==> config.mk <==
export PLATFORM = sky130hd
export DESIGN_NAME = load_unit
export DESIGN_NICKNAME = d
export VERILOG_FILES = /design/src/load_pkg.sv /design/src/load_retire_if.sv /design/src/load_unit.sv /design/src/load_writeback.sv /design/src/load_ctrl_fsm.sv
export SDC_FILE = /design/constraint.sdc
export NUM_CORES = 1
export LEC_CHECK = 0
export ABC_CLOCK_PERIOD_IN_PS = 3100
export BUFFER_PORTS_ARGS = -buffer_cell sky130_fd_sc_hd__buf_2
export CAP_MARGIN = 20
export CORE_AREA = 2 2 137 139
export CTS_CLUSTER_SIZE = 20
export DETAILED_ROUTE_END_ITERATION = 16
export DIE_AREA = 0 0 139 141
export PLACE_DENSITY = 0.58
export SETUP_SLACK_MARGIN = 0.5
export SLEW_MARGIN = 5
export SYNTH_ARGS = -nofsm -noshare
export SYNTH_HDL_FRONTEND = slang
export SYNTH_SLANG_ARGS = --single-unit
==> constraint.sdc <==
create_clock -name clk_i -period 3.1 [get_ports clk_i]
set_clock_uncertainty 0.2 [all_clocks]
set_input_delay 0.155 -clock clk_i [delete_from_list [all_inputs] [get_ports clk_i]]
set_output_delay 0.155 -clock clk_i [all_outputs]
set_load 0.02 [all_outputs]
==> src/load_pkg.sv <==
// ----------------------------------------------------------------------
// load unit package with the data widths, the load operation encoding
// and the helpers that decode an operation for the cache and the sign
// ----------------------------------------------------------------------
package load_pkg;

    // one data word of a 64-bit core
    localparam int unsigned XLEN = 64;
    // byte offset inside a data word
    localparam int unsigned ALIGN_BITS = 3;

    typedef enum logic [2:0] {
        LD,
        LW,
        LWU,
        LH,
        LHU,
        LB,
        LBU
    } load_op_e;

    // size code of the cache request, log2 of the number of bytes
    function automatic logic [1:0] transfer_size(load_op_e op);
        case (op)
            LD:       return 2'd3;
            LW, LWU:  return 2'd2;
            LH, LHU:  return 2'd1;
            default:  return 2'd0;
        endcase
    endfunction

    // true for the loads whose result is sign-extended
    function automatic logic is_signed_op(load_op_e op);
        return op inside {LW, LH, LB};
    endfunction

    // byte index that holds the sign bit of the loaded value
    // the index wraps for offsets that the op does not allow
    function automatic logic [ALIGN_BITS-1:0] sign_byte_offset(load_op_e op,
                                                               logic [ALIGN_BITS-1:0] offset);
        case (op)
            LW, LWU:  return offset + ALIGN_BITS'(3);
            LH, LHU:  return offset + ALIGN_BITS'(1);
            default:  return offset;
        endcase
    endfunction

endpackage
==> src/load_retire_if.sv <==
// ----------------------------------------------------------------------
// retire strobes from the load control FSM to the writeback stage
// ----------------------------------------------------------------------
`timescale 1ns/10ps

interface load_retire_if;

    // latch op, offset and trans_id of the request at the input
    logic capture;
    // the returned cache data is a valid result in this cycle
    logic retire_data;
    // an exception retires for the load that sits in its tag cycle
    logic retire_ex_tag;
    // an exception retires for the request at the input, with its trans_id
    logic retire_ex_new;

    modport ctrl (
        output capture,
        output retire_data,
        output retire_ex_tag,
        output retire_ex_new
    );

    modport wb (
        input capture,
        input retire_data,
        input retire_ex_tag,
        input retire_ex_new
    );

endinterface

==> src/load_unit.sv <==
// ----------------------------------------------------------------------
// load unit top level, request FSM and writeback joined by the retire
// interface
// ----------------------------------------------------------------------
`timescale 1ns/10ps

module load_unit #(
    parameter int unsigned TransIdWidth = 3,
    parameter int unsigned IndexWidth   = 12,
    parameter int unsigned TagWidth     = 44
) (
    input  logic                             clk_i,
    input  logic                             rst_ni,
    input  logic                             flush_i,
    // load request
    input  logic                             valid_i,
    input  load_pkg::load_op_e               op_i,
    input  logic [load_pkg::XLEN-1:0]        vaddr_i,
    input  logic [load_pkg::XLEN/8-1:0]      be_i,
    input  logic [TransIdWidth-1:0]          trans_id_i,
    output logic                             pop_ld_o,
    // load result
    output logic                             valid_o,
    output logic                             ex_valid_o,
    output logic [TransIdWidth-1:0]          trans_id_o,
    output logic [load_pkg::XLEN-1:0]        result_o,
    // MMU
    output logic                             translation_req_o,
    input  logic                             dtlb_hit_i,
    input  logic [55:0]                      paddr_i,
    input  logic                             ex_valid_i,
    // store address check
    input  logic                             page_offset_match_i,
    // data cache
    output logic                             data_req_o,
    input  logic                             data_gnt_i,
    output logic [IndexWidth-1:0]            address_index_o,
    output logic [TagWidth-1:0]              address_tag_o,
    output logic [load_pkg::XLEN/8-1:0]      data_be_o,
    output logic [1:0]                       data_size_o,
    output logic                             tag_valid_o,
    output logic                             kill_req_o,
    input  logic                             data_rvalid_i,
    input  logic [load_pkg::XLEN-1:0]        data_rdata_i
);

    load_retire_if retire_if ();

    load_ctrl_fsm #(
        .TransIdWidth (TransIdWidth),
        .IndexWidth   (IndexWidth),
        .TagWidth     (TagWidth)
    ) i_ctrl_fsm (
        .clk_i               (clk_i),
        .rst_ni              (rst_ni),
        .flush_i             (flush_i),
        .valid_i             (valid_i),
        .op_i                (op_i),
        .vaddr_i             (vaddr_i),
        .be_i                (be_i),
        .pop_ld_o            (pop_ld_o),
        .page_offset_match_i (page_offset_match_i),
        .translation_req_o   (translation_req_o),
        .dtlb_hit_i          (dtlb_hit_i),
        .paddr_i             (paddr_i),
        .ex_valid_i          (ex_valid_i),
        .data_req_o          (data_req_o),
        .data_gnt_i          (data_gnt_i),
        .address_index_o     (address_index_o),
        .address_tag_o       (address_tag_o),
        .data_be_o           (data_be_o),
        .data_size_o         (data_size_o),
        .tag_valid_o         (tag_valid_o),
        .kill_req_o          (kill_req_o),
        .data_rvalid_i       (data_rvalid_i),
        .retire              (retire_if.ctrl)
    );

    // the writeback sees only the byte offset of the address
    load_writeback #(
        .TransIdWidth (TransIdWidth)
    ) i_writeback (
        .clk_i          (clk_i),
        .rst_ni         (rst_ni),
        .op_i           (op_i),
        .vaddr_offset_i (vaddr_i[load_pkg::ALIGN_BITS-1:0]),
        .trans_id_i     (trans_id_i),
        .data_rdata_i   (data_rdata_i),
        .retire         (retire_if.wb),
        .valid_o        (valid_o),
        .ex_valid_o     (ex_valid_o),
        .trans_id_o     (trans_id_o),
        .result_o       (result_o)
    );

endmodule

==> src/load_writeback.sv <==
// ----------------------------------------------------------------------
// load writeback with the load-info register, the realignment and the
// fast sign select of the returned data
// ----------------------------------------------------------------------
`timescale 1ns/10ps

module load_writeback #(
    parameter int unsigned TransIdWidth = 3
) (
    input  logic                               clk_i,
    input  logic                               rst_ni,
    // fields of the request at the input
    input  load_pkg::load_op_e                 op_i,
    input  logic [load_pkg::ALIGN_BITS-1:0]    vaddr_offset_i,
    input  logic [TransIdWidth-1:0]            trans_id_i,
    // cache read data
    input  logic [load_pkg::XLEN-1:0]          data_rdata_i,
    // strobes from the control FSM
    load_retire_if.wb                          retire,
    // result towards the core
    output logic                               valid_o,
    output logic                               ex_valid_o,
    output logic [TransIdWidth-1:0]            trans_id_o,
    output logic [load_pkg::XLEN-1:0]          result_o
);

    localparam int unsigned NumBytes = load_pkg::XLEN / 8;

    load_pkg::load_op_e                op_q;
    logic [load_pkg::ALIGN_BITS-1:0]   offset_q;
    logic [TransIdWidth-1:0]           trans_id_q;
    // pre-decoded sign information of the captured load
    logic                              signed_q;
    logic [load_pkg::ALIGN_BITS-1:0]   idx_q;

    logic [load_pkg::XLEN-1:0]         shifted_data;
    logic [NumBytes-1:0]               sign_bits;
    logic                              sign_bit;

    // ------------------------------------------------------------------
    // load-info register
    // ------------------------------------------------------------------
    // the sign byte is worked out here so that the select in the data
    // cycle runs alongside the shifter and not behind it
    always_ff @(posedge clk_i) begin
        if (retire.capture) begin
            op_q       <= op_i;
            offset_q   <= vaddr_offset_i;
            trans_id_q <= trans_id_i;
            signed_q   <= load_pkg::is_signed_op(op_i);
            idx_q      <= load_pkg::sign_byte_offset(op_i, vaddr_offset_i);
        end
    end

    // ------------------------------------------------------------------
    // realign and extend
    // ------------------------------------------------------------------
    assign shifted_data = data_rdata_i >> {offset_q, 3'b000};

    // top bit of every byte lane, one of them is the sign
    for (genvar i = 0; i < NumBytes; i++) begin : g_sign_bits
        assign sign_bits[i] = data_rdata_i[i*8+7];
    end

    // unsigned loads pull the sign to zero
    assign sign_bit = signed_q & sign_bits[idx_q];

    always_comb begin
        case (op_q)
            load_pkg::LW, load_pkg::LWU: begin
                result_o = {{(load_pkg::XLEN-32){sign_bit}}, shifted_data[31:0]};
            end
            load_pkg::LH, load_pkg::LHU: begin
                result_o = {{(load_pkg::XLEN-16){sign_bit}}, shifted_data[15:0]};
            end
            load_pkg::LB, load_pkg::LBU: begin
                result_o = {{(load_pkg::XLEN-8){sign_bit}}, shifted_data[7:0]};
            end
            default: begin
                result_o = shifted_data;
            end
        endcase
    end

    // ------------------------------------------------------------------
    // retire
    // ------------------------------------------------------------------
    assign valid_o    = retire.retire_data | retire.retire_ex_tag | retire.retire_ex_new;
    assign ex_valid_o = retire.retire_ex_tag | retire.retire_ex_new;
    // an exception at the input was never captured and carries its own id
    assign trans_id_o = retire.retire_ex_new ? trans_id_i : trans_id_q;

    // a data result never comes from an offset that crosses the word
    a_offset_word: assert property (@(posedge clk_i) disable iff (!rst_ni)
        valid_o && !ex_valid_o && (op_q inside {load_pkg::LW, load_pkg::LWU}) |->
            offset_q < 5);
    a_offset_half: assert property (@(posedge clk_i) disable iff (!rst_ni)
        valid_o && !ex_valid_o && (op_q inside {load_pkg::LH, load_pkg::LHU}) |->
            offset_q < 7);
    a_offset_double: assert property (@(posedge clk_i) disable iff (!rst_ni)
        valid_o && !ex_valid_o && (op_q == load_pkg::LD) |-> offset_q == 0);

endmodule

==> src/load_ctrl_fsm.sv <==
// ----------------------------------------------------------------------
// load request FSM, drives the translation request, the cache request,
// the physical tag and the kill, and decides when returned data retires
// ----------------------------------------------------------------------
`timescale 1ns/10ps

module load_ctrl_fsm #(
    parameter int unsigned TransIdWidth = 3,
    parameter int unsigned IndexWidth   = 12,
    parameter int unsigned TagWidth     = 44
) (
    input  logic                             clk_i,
    input  logic                             rst_ni,
    input  logic                             flush_i,
    // request from the issue side
    input  logic                             valid_i,
    input  load_pkg::load_op_e               op_i,
    input  logic [load_pkg::XLEN-1:0]        vaddr_i,
    input  logic [load_pkg::XLEN/8-1:0]      be_i,
    output logic                             pop_ld_o,
    // store address check
    input  logic                             page_offset_match_i,
    // MMU
    output logic                             translation_req_o,
    input  logic                             dtlb_hit_i,
    input  logic [55:0]                      paddr_i,
    input  logic                             ex_valid_i,
    // data cache
    output logic                             data_req_o,
    input  logic                             data_gnt_i,
    output logic [IndexWidth-1:0]            address_index_o,
    output logic [TagWidth-1:0]              address_tag_o,
    output logic [load_pkg::XLEN/8-1:0]      data_be_o,
    output logic [1:0]                       data_size_o,
    output logic                             tag_valid_o,
    output logic                             kill_req_o,
    input  logic                             data_rvalid_i,
    // strobes to the writeback
    load_retire_if.ctrl                      retire
);

    typedef enum logic [2:0] {
        IDLE,
        WAIT_GNT,
        SEND_TAG,
        WAIT_PAGE_OFFSET,
        ABORT_TRANSACTION,
        WAIT_TRANSLATION,
        WAIT_FLUSH
    } state_e;

    state_e state_d, state_q;
    // a new request may start from idle or from the tag cycle of the last one
    logic   start_req;
    // data that arrives while a flush, a kill or a pending retranslation is active is dropped
    logic   rvalid_ok;

    // the tag and the index together make up the physical address
    if (TransIdWidth == 0 || IndexWidth + TagWidth != 56) begin : g_width_check
        $error("load_ctrl_fsm needs a trans_id and index plus tag equal to the paddr width");
    end

    // the index comes straight from the virtual address, the tag from the
    // translation that is present in the cycle after the grant
    assign address_index_o = vaddr_i[IndexWidth-1:0];
    assign address_tag_o   = paddr_i[TagWidth+IndexWidth-1:IndexWidth];
    assign data_be_o       = be_i;
    assign data_size_o     = load_pkg::transfer_size(op_i);

    // ------------------------------------------------------------------
    // request control
    // ------------------------------------------------------------------
    always_comb begin
        state_d           = state_q;
        start_req         = 1'b0;
        translation_req_o = 1'b0;
        data_req_o        = 1'b0;
        tag_valid_o       = 1'b0;
        kill_req_o        = 1'b0;
        pop_ld_o          = 1'b0;

        case (state_q)
            IDLE: begin
                start_req = valid_i;
            end
            // the tag is valid for sure, and the next load may already ask
            SEND_TAG: begin
                tag_valid_o = 1'b1;
                state_d     = IDLE;
                start_req   = valid_i;
                // an exception in the tag cycle cancels the request at the cache
                if (ex_valid_i) begin
                    kill_req_o = 1'b1;
                end
            end
            // stall until the pending store no longer aliases the page offset
            WAIT_PAGE_OFFSET: begin
                if (!page_offset_match_i) begin
                    state_d = WAIT_GNT;
                end
            end
            // free the cache arbiter so that the page table walk can proceed
            ABORT_TRANSACTION: begin
                kill_req_o  = 1'b1;
                tag_valid_o = 1'b1;
                state_d     = WAIT_TRANSLATION;
            end
            WAIT_TRANSLATION: begin
                translation_req_o = 1'b1;
                if (dtlb_hit_i) begin
                    state_d = WAIT_GNT;
                end
            end
            // hold both requests until the cache grants
            WAIT_GNT: begin
                translation_req_o = 1'b1;
                data_req_o        = 1'b1;
            end
            // kill whatever request might still be outstanding
            WAIT_FLUSH: begin
                kill_req_o  = 1'b1;
                tag_valid_o = 1'b1;
                state_d     = IDLE;
            end
            default: begin
                state_d = IDLE;
            end
        endcase

        // translation starts at once even if the page offset still matches
        if (start_req) begin
            translation_req_o = 1'b1;
            if (page_offset_match_i) begin
                state_d = WAIT_PAGE_OFFSET;
            end else begin
                data_req_o = 1'b1;
                if (!data_gnt_i) begin
                    state_d = WAIT_GNT;
                end
            end
        end

        // an accepted grant sends the tag next cycle, or aborts on a TLB miss
        if (data_req_o && data_gnt_i) begin
            if (dtlb_hit_i) begin
                state_d  = SEND_TAG;
                pop_ld_o = 1'b1;
            end else begin
                state_d = ABORT_TRANSACTION;
            end
        end

        // an exception ends the request, the pop waits if data retires now
        if (valid_i && ex_valid_i) begin
            state_d  = IDLE;
            pop_ld_o = !data_rvalid_i;
        end

        if (flush_i) begin
            state_d = WAIT_FLUSH;
        end
    end

    // ------------------------------------------------------------------
    // retire decision
    // ------------------------------------------------------------------
    assign rvalid_ok = data_rvalid_i && (state_q != WAIT_FLUSH) && (state_q != WAIT_TRANSLATION);

    // an excepting request keeps its payload out of the load-info register
    assign retire.capture       = pop_ld_o && !ex_valid_i;
    assign retire.retire_data   = rvalid_ok && !kill_req_o;
    assign retire.retire_ex_tag = rvalid_ok && ex_valid_i && (state_q == SEND_TAG);
    // rvalid has priority, so the input exception waits a cycle when data returns
    assign retire.retire_ex_new = valid_i && ex_valid_i && !data_rvalid_i;

    always_ff @(posedge clk_i or negedge rst_ni) begin
        if (!rst_ni) begin
            state_q <= IDLE;
        end else begin
            state_q <= state_d;
        end
    end

    // a pop needs the request still at the input, and either the cache took it
    // with a valid translation or the request leaves with an exception
    a_pop_cause: assert property (@(posedge clk_i) disable iff (!rst_ni)
        pop_ld_o |-> valid_i && ((data_req_o && data_gnt_i && dtlb_hit_i) || ex_valid_i));

    // a popped load without exception or flush presents its tag next cycle
    a_tag_after_pop: assert property (@(posedge clk_i) disable iff (!rst_ni)
        pop_ld_o && !ex_valid_i && !flush_i |=> tag_valid_o && !kill_req_o || ex_valid_i);

endmodule

After elaboration in Yosys (flattened, before gate mapping)
Cells that the tools add are included.
{"block": "word_totals", "ff_bits": 16, "inputBits": 207, "output_inout_bits": 140, "word_cells": 86}
{"block": "op_classes", "add_sub_neg": 2, "magnitude_cmp": 1, "eq_ne": 19, "shift": 1, "muxes": 28, "n_bitwise": 4, "reduce_logical": 25}
{"cell": "$pmux W64 S3", "n": 1}
{"cell": "$shr A64 B6 Y64", "n": 1}
{"cell": "$mux W3", "n": 10}
{"cell": "$eq A3 B3 Y1 const B", "n": 8}
{"cell": "$eq A3 B2 Y1 const B", "n": 6}
{"cell": "$reduce_or A2 Y1", "n": 9}
{"cell": "$mux W1", "n": 12}
{"cell": "$pmux W3 S4", "n": 1}
{"cell": "$eq A3 B1 Y1 const B", "n": 3}
{"cell": "$logic_and A1 B1 Y1", "n": 9}
{"cell": "$logic_not A3 Y1", "n": 2}
{"cell": "$ne A3 B3 Y1 const B", "n": 2}
{"cell": "$pmux W2 S3", "n": 1}
{"cell": "$pmux W3 S2", "n": 1}
{"cell": "$lt A3 B4 Y1 const B", "n": 1}
{"cell": "$add A3 B1 Y3 const B", "n": 1}
{"cell": "$add A3 B2 Y3 const B", "n": 1}
{"cell": "$bmux W1 S3", "n": 1}
{"cell": "$logic_not A1 Y1", "n": 3}
{"cell": "$or A1 B1 Y1", "n": 3}
{"cell": "$reduce_bool A3 Y1", "n": 1}
{"cell": "$reduce_or A3 Y1", "n": 1}
{"cell": "$pmux W1 S2", "n": 1}
{"cell": "$and A1 B1 Y1", "n": 1}

Logic depth before layout (Yosys ltp)
{"block": "logic_depth", "depth_word": 9, "mapped_depth": 7, "ltp_nobuf": 6}

Cells and area by module
Synthesis repeated with hierarchy kept, for this count alone.
{"block": "hier_totals", "cells_unflattened": 443, "area_unflattened_um2": 3348.2}
{"module": "load_writeback", "instances": 1, "cells_per_inst": 335, "area_per_inst_um2": 2555.0, "seq_area_each_um2": 390.4}
{"module": "load_ctrl_fsm", "instances": 1, "cells_per_inst": 108, "area_per_inst_um2": 793.3, "seq_area_each_um2": 75.1}

Least setup slack after synthesis
OpenSTA, ideal clock, no wires.
{"block": "synth_path", "kind": "register to register", "start": "register i_ctrl_fsm.state_q[0]", "end": "register i_writeback.idx_q[0] (netlist name), enable pin", "setup_ns": 0.383, "arrival_ns": 1.620, "path_slack_ns": 0.897, "stages_incl_launch_ff": 6, "period_less_slack_ns": 2.203, "cell_sequence": "dfrtp_1 -> clkbuf_1 -> nor2b_1 -> o211a_1 -> nand2_1 -> nor2_1"}
{"block": "synth_between", "elab_chain_len": 8, "elab_cells_between_ends": 12, "cone_classes": "eq/ne (2); mux (6); reduce/logical (4)"}
{"item": "start: declaration", "line": "load_ctrl_fsm.sv:52", "rtl": "state_e state_d, state_q;"}
{"item": "start signal: assignment", "line": "load_ctrl_fsm.sv:180", "rtl": "state_q <= state_d;"}
{"item": "$eq A3 B1 Y1 (tied with other cells)", "line": "load_ctrl_fsm.sv:82", "rtl": "case (state_q)"}
{"item": "$mux W1 / $reduce_or A2 Y1 (equally long branches)"}
{"item": "$mux W1 (on tied branches)", "line": "load_ctrl_fsm.sv:133, load_ctrl_fsm.sv:82"}
{"item": "$mux W1 (*)", "line": "load_ctrl_fsm.sv:131", "rtl": "if (start_req) begin"}
{"item": "$logic_and A1 B1 Y1 (*)", "line": "load_ctrl_fsm.sv:144", "rtl": "if (data_req_o && data_gnt_i) begin"}
{"item": "$mux W1 (*)", "line": "load_ctrl_fsm.sv:144"}
{"item": "$mux W1 (*)", "line": "load_ctrl_fsm.sv:154", "rtl": "if (valid_i && ex_valid_i) begin"}
{"item": "$logic_and A1 B1 Y1 (*)", "line": "load_ctrl_fsm.sv:170", "rtl": "assign retire.capture = pop_ld_o && !ex_valid_i;"}
{"item": "named net i_ctrl_fsm.retire.capture", "line": "load_retire_if.sv:18", "rtl": "output capture,"}
{"item": "end signal: assignment", "line": "load_writeback.sv:51", "rtl": "idx_q <= load_pkg::sign_byte_offset(op_i, vaddr_offset_i);"}
{"item": "end: declaration", "line": "load_writeback.sv:34", "rtl": "logic [load_pkg::ALIGN_BITS-1:0] idx_q;"}
The timed path passes the listed nets; every way through them passes the cells marked *.
A chain may end at the register's enable or synchronous reset.

Worst setup path in the final report
{"block": "layout_path", "start": "register i_writeback.idx_q[1] (netlist name)", "end": "output port result_o[54] (netlist name)"}
{"block": "layout_between", "elab_chain_len": 4}
{"item": "$bmux W1 S3", "line": "load_writeback.sv:66", "rtl": "assign sign_bit = signed_q & sign_bits[idx_q];"}
{"item": "$mux W1 (not written as such)", "line": "load_writeback.sv:66"}
{"item": "$and A1 B1 Y1", "line": "load_writeback.sv:66"}
{"item": "$pmux W64 S3", "line": "load_writeback.sv:69", "rtl": "case (op_q)"}
{"item": "end: declaration", "line": "load_unit.sv:26", "rtl": "output logic [load_pkg::XLEN-1:0] result_o,"}
No other way between the ends. The select of a mux whose other input is x is not followed.

==> metrics.txt <==
fraction of layout instances using a drive strength above 1 about two fifths; Finished Layout Cells between 700 and 800; Final nets between 700 and 800; Max Fclk 400 MHz; Via Count 3698; clock slew at reported path FFs 50 ps; total power roughly 0.00085 W; CP peak stage delay a little over 400 ps; Worst setup SP type flip-flop; setup TNS 0 ps; drt first pass iters 6; synth unique cells 58; Clk Latency, worst-skew pair ~250 ps; Rel. slew slack between 60% and 70%; Via density about 4.8; Static Leak approximately 2 nW; GRT Util Overall between 10% and 20%; Slowest cell on crit path edfxtp_1; Fin. Hold Viols 0; Worst Path Required 2740 ps; register area roughly 470 sq um; Post-synth top cells o21ai_0, buf_4, mux2i_1, nand2_1, mux2_2; CTS tree yes; Filler cells between 2000 and 2500; final slew viol count 0; Worst VDD drop roughly 0.15 mV; Post-DRT Antenna Nets 0; Die ar. a little under 20000 sq um; Setup Viol. Count Final 0; MaxCap Viol Count 0; initial antenna violation count 0; DIE HEIGHT roughly 140 um; CTS Buffer Depth 2; DP HPWL 10800 um; RSZ-0062 raised after global routing yes; number of global-route vias before repair 3595; largest net degree at the start of global routing 41; area of the multi-input gates 2300 sq um; chip width approximately 140 um; async set or reset register ratio after synthesis 18.8%; final worst path period share approximately four fifths; Port Buffers 160; gr ovfl total 0; synthesized cell area 3420 sq um; synth warn 0; endpoint class of the critical path output pin; most common cell in the netlist o21ai_0; row count 50; ant diodes 0; Synth area leader buf_4; EDFF count, synth 13; Synth-to-Final Area Change 25.1%; critical path class reg -> out; final instance area between 4000 and 5000 sq um; Synth area leaders buf_4, mux2i_1, edfxtp_1, o21ai_0, mux2_2; Post-Place Cells 756; critical path cell sequence mux2_2 > o31a_1 > o2111ai_4 > buf_6 > a21bo_1 > buf_2; post-synth top area share between 10% and 20%; Seq/Total Area, Yosys a little over an eighth; ys flop type edfxtp_1; Boundary Pins roughly 350; Root Driver clkbuf_16; crit path DAT 2150 ps; final core utilization between 20% and 30%; status completed; CTS Buf Count 3; GP Congestion between 0.8 and 0.9; PwrDens between 150 and 200 nW/um^2; initial core utilization between 10% and 20%; CTS sink count 16; synthesized netlist cell count roughly 440; Hold WC Path Type in -> reg; Worst-Margin Slew 560 ps; htree depth 1; Post-Syn Nets 644; core box area about 18000 sq um; crit-path max FO 15; final wirelength 13600 um; DR iter-0 viols approximately 150; first-pass GRT wire length 20000 um; post-synthesis register bit count 16; Routed WL per cell roughly 18 um; syn_area_per_cell 7.84 sq um; clock period minus worst slack around 2500 ps; # DRC 0; dpl cell area 4040 sq um
logic make-up after synthesis:
logic type / count (synthesis) / share of synthesized area [%]
AO/OA/AOI/OAI: 141 / 26.5
XOR/XNOR: 5 / 1.28
adder cells (fa/ha/maj): 1 / 0.586
buffers and inverters: 101 / 19.8
flip-flops: 16 / 13.6
multiplexers: 73 / 24.0
AND/OR/NAND/NOR: 99 / 14.2
stage by stage:
step	worst slack [ps]	hold slack (ps)
final	597	7.92
after global routing	480	28.3
after CTS	536	1.57
after detailed placement	748	-236
after global placement	731	-235
after floorplan	897	-341
state kept, by name, indices dropped and copies added (netlist names):
signal / count
i_ctrl_fsm.state_q: 3
i_writeback.idx_q: 3
i_writeback.offset_q: 3
i_writeback.op_q: 3
i_writeback.trans_id_q: 3
i_writeback.signed_q: 1
layout make-up:
cell class                 count  share of cell area [%]
clock inverter                 1                  0.0877
sequential                    16                    10.9
multi-input combinational    319                    53.8
clock buffer                   3                    1.75
inverter                       7                   0.614
timing repair buffer         192                    26.0
tap                          234                    6.84
per-layer routing:
layer	part of all wire (%)	global-route usage [%]	wire length (um)	vias to the layer above
met3	6.7	2.00	916	47
met2	50	23.8	6800	178
met1	40	14.8	5450	1740
met4	3.1	5.48	422	0
li1	-	-	-	1733
met5	0	0	0	-
critical path, delay by kind of cell (launching register included):
| kind | cells | cell delay [ps] |
|---|---|---|
| buf+inv | 2 | 370 |
| compound gates | 3 | 760 |
| flops | 1 | 410 |
| mux | 1 | 360 |
worst paths after layout:
check,start,to,slack (ps),cells past startpoint
min in group asynchronous,rst_ni,i_ctrl_fsm.state_q[1]$_DFF_PN0_,30,2
worst min register to register,i_ctrl_fsm.state_q[1]$_DFF_PN0_,i_ctrl_fsm.state_q[0]$_DFF_PN0_,450,3
max in group asynchronous,rst_ni,i_ctrl_fsm.state_q[0]$_DFF_PN0_,2550,2
worst max register to register,i_ctrl_fsm.state_q[0]$_DFF_PN0_,i_writeback.offset_q[2]$_DFFE_PP_,1190,5
worst min-delay path,dtlb_hit_i,i_ctrl_fsm.state_q[1]$_DFF_PN0_,8,3
worst max-delay path,i_writeback.idx_q[1]$_DFFE_PP_,result_o[54],600,6
placed cells by master, fill, tap and decap left out, types with 4 or more instances in the layout:
| cell type | n |
|---|---|
| nand2b_1 | 4 |
| mux2_2 | 22 |
| a2bb2oi_1 | 5 |
| a221o_1 | 4 |
| mux2i_1 | 45 |
| dlygate4sd3_1 | 10 |
| nor2b_1 | 10 |
| a21oi_1 | 16 |
| nand2_1 | 46 |
| o21ai_0 | 70 |
| inv_1 | 6 |
| buf_2 | 160 |
| o2bb2ai_1 | 4 |
| a211oi_1 | 6 |
| mux4_2 | 5 |
| xnor2_1 | 4 |
| buf_4 | 17 |
| edfxtp_1 | 13 |
| nor2_1 | 21 |
power breakdown:
group	switching, W	total [W]	internal, W
clock	0.0000848	0.000256	0.000171
combinational	0.000202	0.000352	0.000150
sequential	0.00000750	0.000247	0.000239
total	0.000294	0.000855	0.000561
repair_timing:
action                                  4_1_cts  5_1_grt
endpoints found under the hold margin        14        0
gates cloned                                  0        0
endpoints found under the setup margin        4       18
buffers inserted                              1        1
gates resized for setup                       1        5
hold buffers                                 10        0
Power figures use the tool's default switching activity.
